`config.mk`:
```
export PLATFORM = sky130hd
export DESIGN_NAME = mul16_top
export DESIGN_NICKNAME = d
export VERILOG_FILES = /design/src/logic/mul16_pkg.sv /design/src/logic/mul16_top.sv /design/src/logic/mul16_apb_regs.sv /design/src/logic/product_sum.sv /design/src/logic/quadrant_mult.sv /design/src/logic/sync_fifo.sv /design/src/logic/cla_adder.sv
export SDC_FILE = /design/constraint.sdc
export NUM_CORES = 1
export LEC_CHECK = 0
export BUFFER_PORTS_ARGS = -buffer_cell sky130_fd_sc_hd__buf_2
export CORE_ASPECT_RATIO = 1.2
export CORE_UTILIZATION = 43
export DETAILED_ROUTE_END_ITERATION = 16
export HOLD_SLACK_MARGIN = 0.05
export PLACE_DENSITY = 0.55
export SYNTH_ARGS = -nofsm -noshare
export SYNTH_HDL_FRONTEND = slang
export SYNTH_SLANG_ARGS = --single-unit
```
`constraint.sdc`:
```
create_clock -name clk -period 9.2 [get_ports clk]
set_input_delay 0.92 -clock clk [delete_from_list [all_inputs] [get_ports clk]]
set_output_delay 0.92 -clock clk [all_outputs]
set_load 0.005 [all_outputs]
```
`src/logic/mul16_pkg.sv`:
```
// Shared widths, APB register map and bus types for the 16 x 16 multiplier; import into each block
`default_nettype none

package mul16_pkg;

  localparam int OP_W   = 16;
  localparam int HALF_W = 8;
  localparam int PROD_W = 32;
  localparam int ADDR_W = 4;

  // Operand b sits in the upper half of the write data
  typedef struct packed {
    logic [OP_W-1:0] b;
    logic [OP_W-1:0] a;
  } operand_pair_t;

  typedef struct packed {
    logic [2*HALF_W-1:0] hh;
    logic [2*HALF_W-1:0] hl;
    logic [2*HALF_W-1:0] lh;
    logic [2*HALF_W-1:0] ll;
  } quad_products_t;

  typedef logic [PROD_W-1:0] product_t;

  // Held stable by the host while psel is high
  typedef struct packed {
    logic [ADDR_W-1:0] paddr;
    logic              pwrite;
    logic [2*OP_W-1:0] pwdata;
  } apb_req_t;

  typedef enum logic [ADDR_W-1:0] {
    REG_OPERANDS = 4'd0,
    REG_RESULT   = 4'd4,
    REG_STATUS   = 4'd8
  } reg_addr_e;

endpackage

`default_nettype wire
```
`src/logic/mul16_top.sv`:
```
// Top level of the APB multiplier; instantiate with FIFO_DEPTH to size both FIFOs
`timescale 1ns/1ps
`default_nettype none

module mul16_top import mul16_pkg::*; #(
  parameter int FIFO_DEPTH = 4
) (
  input  logic     clk,
  input  logic     arst_n,
  input  logic     psel,
  input  logic     penable,
  input  apb_req_t req,
  output product_t prdata,
  output logic     pready,
  output logic     pslverr
);

  localparam int CNT_W = $clog2(FIFO_DEPTH + 1);

  logic           op_push;
  operand_pair_t  op_data;
  logic           op_full;
  logic           op_empty;
  operand_pair_t  op_head;
  logic           op_pop;
  logic           res_empty;
  product_t       res_head;
  logic           res_pop;
  logic [CNT_W-1:0] res_count;
  logic           q_valid;
  quad_products_t quads;
  logic           p_valid;
  product_t       product;
  logic [CNT_W:0] occupancy;
  logic           room;

  mul16_apb_regs apb_regs_inst (
    .clk       (clk),
    .arst_n    (arst_n),
    .psel      (psel),
    .penable   (penable),
    .req       (req),
    .op_full   (op_full),
    .op_push   (op_push),
    .op_data   (op_data),
    .res_empty (res_empty),
    .res_head  (res_head),
    .res_pop   (res_pop),
    .prdata    (prdata),
    .pready    (pready),
    .pslverr   (pslverr)
  );

  sync_fifo #(.DEPTH(FIFO_DEPTH), .data_t(operand_pair_t)) operand_fifo (
    .clk    (clk),
    .arst_n (arst_n),
    .push   (op_push),
    .wdata  (op_data),
    .pop    (op_pop),
    .rdata  (op_head),
    .full   (op_full),
    .empty  (op_empty),
    .count  ()
  );

  // Reserve a result slot for every item issued, so the pipeline never stalls
  assign occupancy = {1'b0, res_count} + (CNT_W + 1)'(q_valid) + (CNT_W + 1)'(p_valid);
  assign room      = occupancy < (CNT_W + 1)'(FIFO_DEPTH);
  assign op_pop    = !op_empty && room;

  quadrant_mult quadrant_mult_inst (
    .clk       (clk),
    .arst_n    (arst_n),
    .in_valid  (op_pop),
    .operands  (op_head),
    .out_valid (q_valid),
    .quads     (quads)
  );

  product_sum product_sum_inst (
    .clk       (clk),
    .arst_n    (arst_n),
    .in_valid  (q_valid),
    .quads     (quads),
    .out_valid (p_valid),
    .product   (product)
  );

  sync_fifo #(.DEPTH(FIFO_DEPTH), .data_t(product_t)) result_fifo (
    .clk    (clk),
    .arst_n (arst_n),
    .push   (p_valid),
    .wdata  (product),
    .pop    (res_pop),
    .rdata  (res_head),
    .full   (),
    .empty  (res_empty),
    .count  (res_count)
  );

endmodule

`default_nettype wire

```
`src/logic/mul16_apb_regs.sv`:
```
// APB slave of the multiplier; pushes operand pairs, pops results and reports bad accesses
`timescale 1ns/1ps
`default_nettype none

module mul16_apb_regs import mul16_pkg::*; (
  input  logic          clk,
  input  logic          arst_n,
  input  logic          psel,
  input  logic          penable,
  input  apb_req_t      req,
  input  logic          op_full,
  output logic          op_push,
  output operand_pair_t op_data,
  input  logic          res_empty,
  input  product_t      res_head,
  output logic          res_pop,
  output product_t      prdata,
  output logic          pready,
  output logic          pslverr
);

  logic      access;
  reg_addr_e addr;
  product_t  status;

  assign access  = psel && penable;
  assign addr    = reg_addr_e'(req.paddr);
  assign op_data = operand_pair_t'(req.pwdata);
  assign status  = {{(PROD_W - 2){1'b0}}, res_empty, op_full};

  // Operand and result accesses wait on the FIFO flags while the rest complete at once
  always_comb begin
    op_push = 1'b0;
    res_pop = 1'b0;
    pready  = 1'b0;
    pslverr = 1'b0;
    prdata  = '0;
    if (access) begin
      case (addr)
        REG_OPERANDS: begin
          if (req.pwrite) begin
            pready  = !op_full;
            op_push = !op_full;
          end else begin
            pready  = 1'b1;
            pslverr = 1'b1;
          end
        end
        REG_RESULT: begin
          if (!req.pwrite) begin
            pready  = !res_empty;
            res_pop = !res_empty;
            prdata  = res_head;
          end else begin
            pready  = 1'b1;
            pslverr = 1'b1;
          end
        end
        REG_STATUS: begin
          pready = 1'b1;
          if (!req.pwrite) begin
            prdata = status;
          end else begin
            pslverr = 1'b1;
          end
        end
        default: begin
          pready  = 1'b1;
          pslverr = 1'b1;
        end
      endcase
    end
  end

  // Host must hold a stalled transfer steady until pready
  a_stall_stable: assert property (@(posedge clk) disable iff (!arst_n)
    access && !pready |=> psel && penable && $stable(req))
    else $error("APB request changed during wait state");

endmodule

`default_nettype wire

```
`src/logic/product_sum.sv`:
```
// Second pipeline stage; aligns the quadrant products, adds them and registers the product
`timescale 1ns/1ps
`default_nettype none

module product_sum import mul16_pkg::*; (
  input  logic           clk,
  input  logic           arst_n,
  input  logic           in_valid,
  input  quad_products_t quads,
  output logic           out_valid,
  output product_t       product
);

  product_t hhll;
  product_t lh_shifted;
  product_t hl_shifted;
  product_t partial;
  product_t total;

  // hh and ll do not overlap, so they share one operand
  assign hhll       = {quads.hh, quads.ll};
  assign lh_shifted = {{HALF_W{1'b0}}, quads.lh, {HALF_W{1'b0}}};
  assign hl_shifted = {{HALF_W{1'b0}}, quads.hl, {HALF_W{1'b0}}};

  cla_adder #(.WIDTH(PROD_W)) add_lh (
    .a   (hhll),
    .b   (lh_shifted),
    .sum (partial)
  );

  cla_adder #(.WIDTH(PROD_W)) add_hl (
    .a   (partial),
    .b   (hl_shifted),
    .sum (total)
  );

  always_ff @(posedge clk or negedge arst_n) begin
    if (!arst_n) begin
      out_valid <= 1'b0;
    end else begin
      out_valid <= in_valid;
    end
  end

  always_ff @(posedge clk) begin
    if (in_valid) begin
      product <= total;
    end
  end

  a_valid_known: assert property (@(posedge clk) disable iff (!arst_n)
    !$isunknown(out_valid))
    else $error("product valid is unknown");

endmodule

`default_nettype wire

```
`src/logic/quadrant_mult.sv`:
```
// First pipeline stage; forms the four 8 x 8 quadrant products and registers them
`timescale 1ns/1ps
`default_nettype none

module quadrant_mult import mul16_pkg::*; (
  input  logic           clk,
  input  logic           arst_n,
  input  logic           in_valid,
  input  operand_pair_t  operands,
  output logic           out_valid,
  output quad_products_t quads
);

  logic [HALF_W-1:0]   mx  [4];
  logic [HALF_W-1:0]   my  [4];
  logic [2*HALF_W-1:0] acc [4][HALF_W+1];

  // Quadrant order ll, lh, hl, hh
  assign mx[0] = operands.a[HALF_W-1:0];
  assign my[0] = operands.b[HALF_W-1:0];
  assign mx[1] = operands.a[HALF_W-1:0];
  assign my[1] = operands.b[OP_W-1:HALF_W];
  assign mx[2] = operands.a[OP_W-1:HALF_W];
  assign my[2] = operands.b[HALF_W-1:0];
  assign mx[3] = operands.a[OP_W-1:HALF_W];
  assign my[3] = operands.b[OP_W-1:HALF_W];

  for (genvar q = 0; q < 4; q++) begin : g_quad
    assign acc[q][0] = '0;
    // One row per multiplier bit, each adds the shifted partial product
    for (genvar r = 0; r < HALF_W; r++) begin : g_row
      assign acc[q][r+1] = acc[q][r]
                         + ({{HALF_W{1'b0}}, mx[q] & {HALF_W{my[q][r]}}} << r);
    end
  end

  always_ff @(posedge clk or negedge arst_n) begin
    if (!arst_n) begin
      out_valid <= 1'b0;
    end else begin
      out_valid <= in_valid;
    end
  end

  always_ff @(posedge clk) begin
    if (in_valid) begin
      quads.ll <= acc[0][HALF_W];
      quads.lh <= acc[1][HALF_W];
      quads.hl <= acc[2][HALF_W];
      quads.hh <= acc[3][HALF_W];
    end
  end

endmodule

`default_nettype wire

```
`src/logic/sync_fifo.sv`:
```
// Synchronous FIFO of any entry type; set DEPTH and data_t, head is read combinationally
`timescale 1ns/1ps
`default_nettype none

module sync_fifo #(
  parameter int  DEPTH  = 4,
  parameter type data_t = logic
) (
  input  logic                       clk,
  input  logic                       arst_n,
  input  logic                       push,
  input  data_t                      wdata,
  input  logic                       pop,
  output data_t                      rdata,
  output logic                       full,
  output logic                       empty,
  output logic [$clog2(DEPTH+1)-1:0] count
);

  localparam int PTR_W = (DEPTH > 1) ? $clog2(DEPTH) : 1;
  localparam int CNT_W = $clog2(DEPTH + 1);

  data_t            mem [DEPTH];
  logic [PTR_W-1:0] wr_ptr;
  logic [PTR_W-1:0] rd_ptr;
  logic             do_push;
  logic             do_pop;

  // Pointers wrap at DEPTH, which need not be a power of two
  function automatic logic [PTR_W-1:0] ptr_next(input logic [PTR_W-1:0] ptr);
    return (ptr == PTR_W'(DEPTH - 1)) ? '0 : ptr + 1'b1;
  endfunction

  assign do_push = push && !full;
  assign do_pop  = pop && !empty;
  assign full    = (count == CNT_W'(DEPTH));
  assign empty   = (count == '0);
  assign rdata   = mem[rd_ptr];

  always_ff @(posedge clk) begin
    if (do_push) begin
      mem[wr_ptr] <= wdata;
    end
  end

  always_ff @(posedge clk or negedge arst_n) begin
    if (!arst_n) begin
      wr_ptr <= '0;
      rd_ptr <= '0;
      count  <= '0;
    end else begin
      if (do_push) begin
        wr_ptr <= ptr_next(wr_ptr);
      end
      if (do_pop) begin
        rd_ptr <= ptr_next(rd_ptr);
      end
      case ({do_push, do_pop})
        2'b10:   count <= count + 1'b1;
        2'b01:   count <= count - 1'b1;
        default: count <= count;
      endcase
    end
  end

  a_no_push_full: assert property (@(posedge clk) disable iff (!arst_n)
    full |-> !push)
    else $error("push into full FIFO");

  a_no_pop_empty: assert property (@(posedge clk) disable iff (!arst_n)
    empty |-> !pop)
    else $error("pop from empty FIFO");

endmodule

`default_nettype wire

```
`src/logic/cla_adder.sv`:
```
// Carry-lookahead adder in 4-bit groups; WIDTH a multiple of 4, no carry in or out
`timescale 1ns/1ps
`default_nettype none

module cla_adder #(
  parameter int WIDTH = 32
) (
  input  logic [WIDTH-1:0] a,
  input  logic [WIDTH-1:0] b,
  output logic [WIDTH-1:0] sum
);

  localparam int NG = WIDTH / 4;

  logic [WIDTH-1:0] p;
  logic [WIDTH-1:0] g;
  logic [WIDTH-1:0] c;
  logic [NG-1:0]    gp;
  logic [NG-1:0]    gg;
  logic [NG-1:0]    gc;

  if (WIDTH % 4 != 0) begin : g_width_check
    $error("cla_adder WIDTH must be a multiple of 4");
  end

  assign p = a ^ b;
  assign g = a & b;

  for (genvar k = 0; k < NG; k++) begin : g_group
    assign gp[k] = &p[4*k +: 4];
    assign gg[k] = g[4*k+3]
                 | (p[4*k+3] & g[4*k+2])
                 | (p[4*k+3] & p[4*k+2] & g[4*k+1])
                 | (p[4*k+3] & p[4*k+2] & p[4*k+1] & g[4*k]);

    // Carries inside the group from its lookahead carry
    assign c[4*k]   = gc[k];
    assign c[4*k+1] = g[4*k] | (p[4*k] & gc[k]);
    assign c[4*k+2] = g[4*k+1] | (p[4*k+1] & g[4*k]) | (p[4*k+1] & p[4*k] & gc[k]);
    assign c[4*k+3] = g[4*k+2] | (p[4*k+2] & g[4*k+1])
                    | (p[4*k+2] & p[4*k+1] & g[4*k])
                    | (p[4*k+2] & p[4*k+1] & p[4*k] & gc[k]);
  end

  // Group carries flattened, each an OR of generate terms through later propagates
  always_comb begin : group_lookahead
    logic term;
    logic carry;
    for (int k = 0; k < NG; k++) begin
      carry = 1'b0;
      for (int j = 0; j < k; j++) begin
        term = gg[j];
        for (int m = j + 1; m < k; m++) begin
          term = term & gp[m];
        end
        carry = carry | term;
      end
      gc[k] = carry;
    end
  end

  assign sum = p ^ c;

endmodule

`default_nettype wire

```
* Yosys cells after proc, flatten, opt, wreduce, memory -nomap -nowiden
Memories as Yosys holds them, arrays and structs flattened. Index checks and enable logic that the tools add are counted.
Word-level totals: flip-flop bits (word level) 112, bits in latches 0, memory bits (writable) 256, memory bits (read-only) 0, bits of input ports 41, output and inout port bits 34, word-level logic and storage cells 580, memories kept 2
Memories:
- operand_fifo.mem | words 4, bits a word 32, read ports 1, clocked after memory_dff 0, wr ports 1, line sync_fifo.sv:23 | data_t mem [DEPTH];
- result_fifo.mem | words 4, bits a word 32, read ports 1, clocked after memory_dff 0, wr ports 1, line sync_fifo.sv:23
Operators by class: add/subtract/negate cells 38, multiply operators 0, divide/modulo/power cells 0, order comparisons 1, equality and inequality tests 12, shift-type cells 0, multiplexer cells 28, bitwise operators 458, reduce and logical (&&, ||, !) cells 28
Operator list (count):
- $and 8x8->8 | 32
- $and 1x1->1 | 246
- $or 1x1->1 | 174
- $add 16x10->16 | 4
- $add 16x11->16 | 4
- $add 16x12->16 | 4
- $add 16x13->16 | 4
- $add 16x14->16 | 4
- $add 16x15->16 | 4
- $mux 32 | 2
- $pmux 32 s2 | 1
- $xor 32x24->32 | 2
- $xor 32x32->32 | 2
- $and 31x24->31 | 2
- $reduce_and 4->1 | 12
- $add 8x9->10 | 4
- $mux 1 | 16
- $eq 2x2->1 const B | 6
- $pmux 3 s2 | 2
- $mux 2 | 5
- $add 2x1->2 const B | 4
- $add 3x1->3 const B | 2
- $eq 3x3->1 const B | 2
- $logic_and 1x1->1 | 6
- 13 further kinds | 21

* Depth between registers and ports, before layout
depth in word-level cells 40, gate-level depth with buffers 31, depth with buffers taken out 29

* Modules after synthesis
Synthesis repeated with hierarchy kept, for this count alone.
Second synthesis, totals: cells, all modules 1885, area total of the unflattened synthesis 24602.3 um^2
By module, submodules not included:
- sync_fifo | instances 2, cells each 208, area each 5116.2 um^2, sequential area each 4018.9 um^2
- quadrant_mult | instances 1, cells each 1019, area each 10017.1 um^2, sequential area each 1946.9 um^2
- cla_adder | instances 2, cells each 163, area each 1361.3 um^2, sequential area each 0.0 um^2
- product_sum | instances 1, cells each 34, area each 989.7 um^2, sequential area each 985.9 um^2
- mul16_apb_regs | instances 1, cells each 87, area each 608.1 um^2, sequential area each 0.0 um^2
- mul16_top | instances 1, cells each 3, area each 32.5 um^2, sequential area each 0.0 um^2

* Least setup slack after synthesis
OpenSTA, ideal clock, no wires.
kind register to register, start point register quadrant_mult_inst.out_valid, end point register operand_fifo.count[2], setup time 79 ps, data arrival time 7240 ps, data required time 9121 ps, path slack 1881 ps, cell stages (with the launch flop) 10, buffers on the path 0, period minus slack after synthesis 7319 ps, path through dfrtp_1 -> a21oi_1 -> nor2_1 -> nor3_1 -> ha_1 -> inv_1 -> fa_1 -> xor2_1 -> nor2_1 -> xor2_1
Between the ends: longest elaborated chain between the ends 7, elaborated cells on any way between the ends 9, classes of those cells 2 x add/sub; 1 x order compare; 2 x eq/ne; 1 x mux; 3 x reduce/logical
Ends and longest elaborated chain:
- start: declaration | line quadrant_mult.sv:10 | output logic out_valid,
- start signal: assignment | line quadrant_mult.sv:41 | out_valid <= in_valid;
- $add 3x1->4 * | line mul16_top.sv:67 | assign occupancy = {1'b0, res_count} + (CNT_W + 1)'(q_valid) + (CNT_W + 1)'(p_valid);
- $add 4x1->4 * | line mul16_top.sv:67
- $lt 4x3->1 * | line mul16_top.sv:68 | assign room = occupancy < (CNT_W + 1)'(FIFO_DEPTH);
- $logic_and 1x1->1 * | line mul16_top.sv:69 | assign op_pop = !op_empty && room;
- via op_pop | line mul16_top.sv:25 | logic op_pop;
- $logic_and 1x1->1 * | line sync_fifo.sv:35 | assign do_pop = pop && !empty;
- $eq 2x1->1 / $eq 2x2->1 (equally long branches) | line sync_fifo.sv:58 | case ({do_push, do_pop})
- $pmux 3 s2 / $reduce_bool 2->1 (equally long branches)
- end signal: assignment | line sync_fifo.sv:59 | 2'b10: count <= count + 1'b1;
- end signal: assignment | line sync_fifo.sv:60 | 2'b01: count <= count - 1'b1;
- end signal: assignment | line sync_fifo.sv:61 | default: count <= count;
- end: declaration | line sync_fifo.sv:17 | output logic [$clog2(DEPTH+1)-1:0] count
The timed path passes the listed nets; every way through them passes the cells marked *. A chain may end at the register's enable or synchronous reset.

==> impl_results.md <==
- Die height: roughly 250 um
- H-tree Lvls: 2
- WP data arrival: just under 8000 ps
- Yosys top cell area share: 46.90%
- Max Buffers Root-to-Sink: 3
- Post-CTS Resized: 0
- WL/cell: 17.34 um
- Clock-pin slew on the worst setup and hold paths: around 60 ps
- Global Route Usage Sum: 17.26%
- Num rows: 91
- Largest stage delay on the critical path: between 800 and 900 ps
- Achievable frequency: about 130 MHz
- Number of hold violations in the final report: 0
- Main combinational cell family by area after synthesis: adder cells
- Clk_lat worst skew: 560 ps
- N_diodes: 0
- RSZ-0062 raised after global routing: false
- First-pass GRT wire length: just over 70 mm
- Final Critical Period: about 7400 ps
- Top area cells in the synthesized netlist: edfxtp_1 (47%), fa_1 (13%), ha_1 (10%), mux4_2 (5.6%), inv_1 (3.6%)
- DIE AREA: approximately 53000 um2
- CP Cell Sequence: mux4_2 -> and2_1 -> fa_1 -> ha_1 -> fa_1 -> a21oi_1 -> nor2_1 -> nor2_1 -> o21bai_1 -> a21oi_1 -> xor2_1 -> fa_1 -> fa_1 -> fa_1 -> inv_1 -> ha_1 -> a21oi_1 -> o21ai_0 -> a21oi_1 -> o21bai_1 -> a21oi_1 -> or4b_1 -> o311ai_0
- Primary FF master, synth: edfxtp_1
- CTS Hold Bufs: 0
- Final Max Tran Viols: 0
- Critical Path RT: 9560 ps
- Final setup violation count: 0
- Startpoint types: flip-flop
- Clk root buf: clkbuf_16
- Status: complete, no violations
- Mapped Cells: ~1700
- Synth-to-Final Area Change: 10.69%
- Ports: 75
- Grt ovf: 0
- Num CTS Buffers: 39
- Fin crit share: between 80% and 90%
- Yosys cell types: 57
- Final WL: around 44 mm
- 1st-iter DRT viols: around 430
- Syn Std Cell Area: approximately 23000 um2
- RD Place Congestion: approximately 0.79
- Post-synth ARST share: 4.348%
- Crit-path leading delay family: adder cells
- Largest net degree at the start of global routing: 69
- Worst Path Buf+Inv: 1
- Vias in the first global route: 13430
- Clk_skew: approximately 17 ps
- Die Wd: between 200 and 250 um
- HP Class: in -> async
- Simple-gate share of the synthesized area: under 10%
- Mux cell area share after synthesis: under 10%
- Least-Margin Pin Slew: 886.6 ps
- Register area share after synthesis: between 40% and 50%
- Vias per cell: 4.961
- Complex-gate fraction of the synthesized area: roughly 5%
- Max cap viols: 0
- Initial Utilization: between 40% and 50%
- Nets: 2176
- Syn avg cell area: approximately 13 um2
- Synth warn: 0
- Share of layout cells above drive strength 1: 12.80%
- Slowest-stage cell, CP: dfrtp_2
- Initial antenna violation count: 0
- CTS tree: built
- CP Max Fanout: 29
- Yosys top cell by area: edfxtp_1
- Total core area: 51580 um2
- Crit path depth: 23
- Post-synth EDFFs: between 300 and 400
- Fill cells: approximately 4500
- #FFs+latches synth: 368
- # DRC: 0
- Port-buffer cells: 74
- DRT Pass-1 Iters: 5
- Xor and xnor area share after synthesis: ~3.3%
- Post-synthesis adder-cell area fraction: between 20% and 30%
- Type of the worst setup path: reg -> reg
- Normalized max-slew margin: between 40% and 50%
- Vias: about 13000
- CP Capture Type: flip-flop
- CTS sink count: approximately 370
- Mapped Nets: about 2100
- Remaining antenna violation count: 0
- R2R depth: 23
- Post-CTS Setup Repair Bufs: 0
- DP Wirelength: between 30 and 40 mm
- Setup TNS: 0 ps
-- cell families (layout without fill, tap and decap cells) --
| group | Yosys count | count (layout) |
|---|---|---|
| flops | 368 | 368 |
| xor+xnor | 85 | 85 |
| buf+inv | 266 | 377 |
| mux | 78 | 78 |
| fa+ha+maj | 327 | 327 |
| simple gates | 428 | 428 |
| compound gates | 173 | 173 |
-- cell usage after synthesis (all sizes together), types with 5 or more instances --
library cell  count
ha              180
a211oi            9
buf               9
inv             215
o21bai           15
edfxtp          352
xor2             36
xnor2            49
o311ai            5
and2             66
nand3             6
nand2           176
mux2i            10
nor3             14
a21boi            5
a21oi            50
nor2b            41
a21o             21
dfrtp            16
nand2b           11
or4               5
o21a             13
clkbuf           42
o21ai            43
mux2             12
fa              146
mux4             56
nor2             96
-- area by class of cell --
type | count | area, um2 | area share (%)
inverter | 215 | 807.0 | 3.235
clock buffer | 49 | 1035 | 4.148
timing repair buffer | 94 | 520.5 | 2.086
clock inverter | 19 | 171.4 | 0.6871
tap | 697 | 872.1 | 3.496
sequential | 368 | 10980 | 44.00
multi-input combinational | 1091 | 10570 | 42.35
-- layout by cell type, fill, tap and decap left out, types with 5 or more instances in the layout --
cell,instances
a211oi_1,8
a21o_1,20
a21oi_1,49
and2_1,65
buf_2,74
buf_4,20
clkbuf_1,9
clkbuf_16,40
clkinv_2,8
dfrtp_1,12
edfxtp_1,352
fa_1,146
ha_1,180
inv_1,215
mux2_2,12
mux2i_1,10
mux4_2,56
nand2_1,176
nand2b_1,11
nand3_1,6
nor2_1,96
nor2b_1,41
nor3_1,13
o21a_1,13
o21ai_0,38
o21ai_1,5
o21bai_1,14
or4_1,5
xnor2_1,49
xor2_1,36
-- per-stage QoR --
stage	worst slack (ps)	util, %	instances	hold WS, ps	instance area (um2)
finish	1770	48.37	2533	314.5	24950
global route	1275	48.37	2533	316.6	24950
CTS	1654	48.37	2533	287.5	24950
detailed placement	1714	46.03	2465	404.5	23740
global placement	1765	46.03	2465	404.8	23740
floorplan	1881	-	1725	400.3	22540
-- final timing paths --
check | slack (ps) | start | end
worst max-delay path | 1770 | operand_fifo.rd_ptr[0] | quadrant_mult_inst.quads[63]
worst min-delay path | 310 | arst_n | result_fifo.rd_ptr[0]
worst max register to register | 1770 | operand_fifo.rd_ptr[0] | quadrant_mult_inst.quads[63]
worst min register to register | 420 | quadrant_mult_inst.quads[2] | product_sum_inst.product[2]
max in group asynchronous | 8540 | arst_n | operand_fifo.rd_ptr[0]
min in group clk | 420 | quadrant_mult_inst.quads[2] | product_sum_inst.product[2]
-- state kept, by name, summed over array words and instances, names as in the netlist, 2 cells and up --
register,count
operand_fifo.count,3
operand_fifo.mem,128
operand_fifo.rd_ptr,2
operand_fifo.wr_ptr,2
product_sum_inst.product,32
quadrant_mult_inst.quads,64
result_fifo.count,3
result_fifo.mem,128
result_fifo.rd_ptr,2
result_fifo.wr_ptr,2
-- routing by layer --
metal,share of wire (%),wire [um],track usage (%)
met1,43,19090,21.72
met2,50,21950,30.20
met3,4.0,1769,2.939
met4,2.5,1098,5.424
met5,0,0,0
-- worst reg2reg max path: stages, from the launching register on --
cell	delay [ps]
dfrtp_2	890
mux4_2	790
and2_1	250
fa_1	470
ha_1	230
fa_1	470
a21oi_1	140
nor2_1	50
nor2_1	140
o21bai_1	80
a21oi_1	250
xor2_1	240
fa_1	450
fa_1	510
fa_1	490
inv_1	40
ha_1	310
a21oi_1	210
o21ai_0	120
a21oi_1	220
o21bai_1	90
a21oi_1	240
or4b_1	450
o311ai_0	110
Power is not shown: default switching activity piles up to over one toggle a cycle in this logic, so the estimate is an artifact.
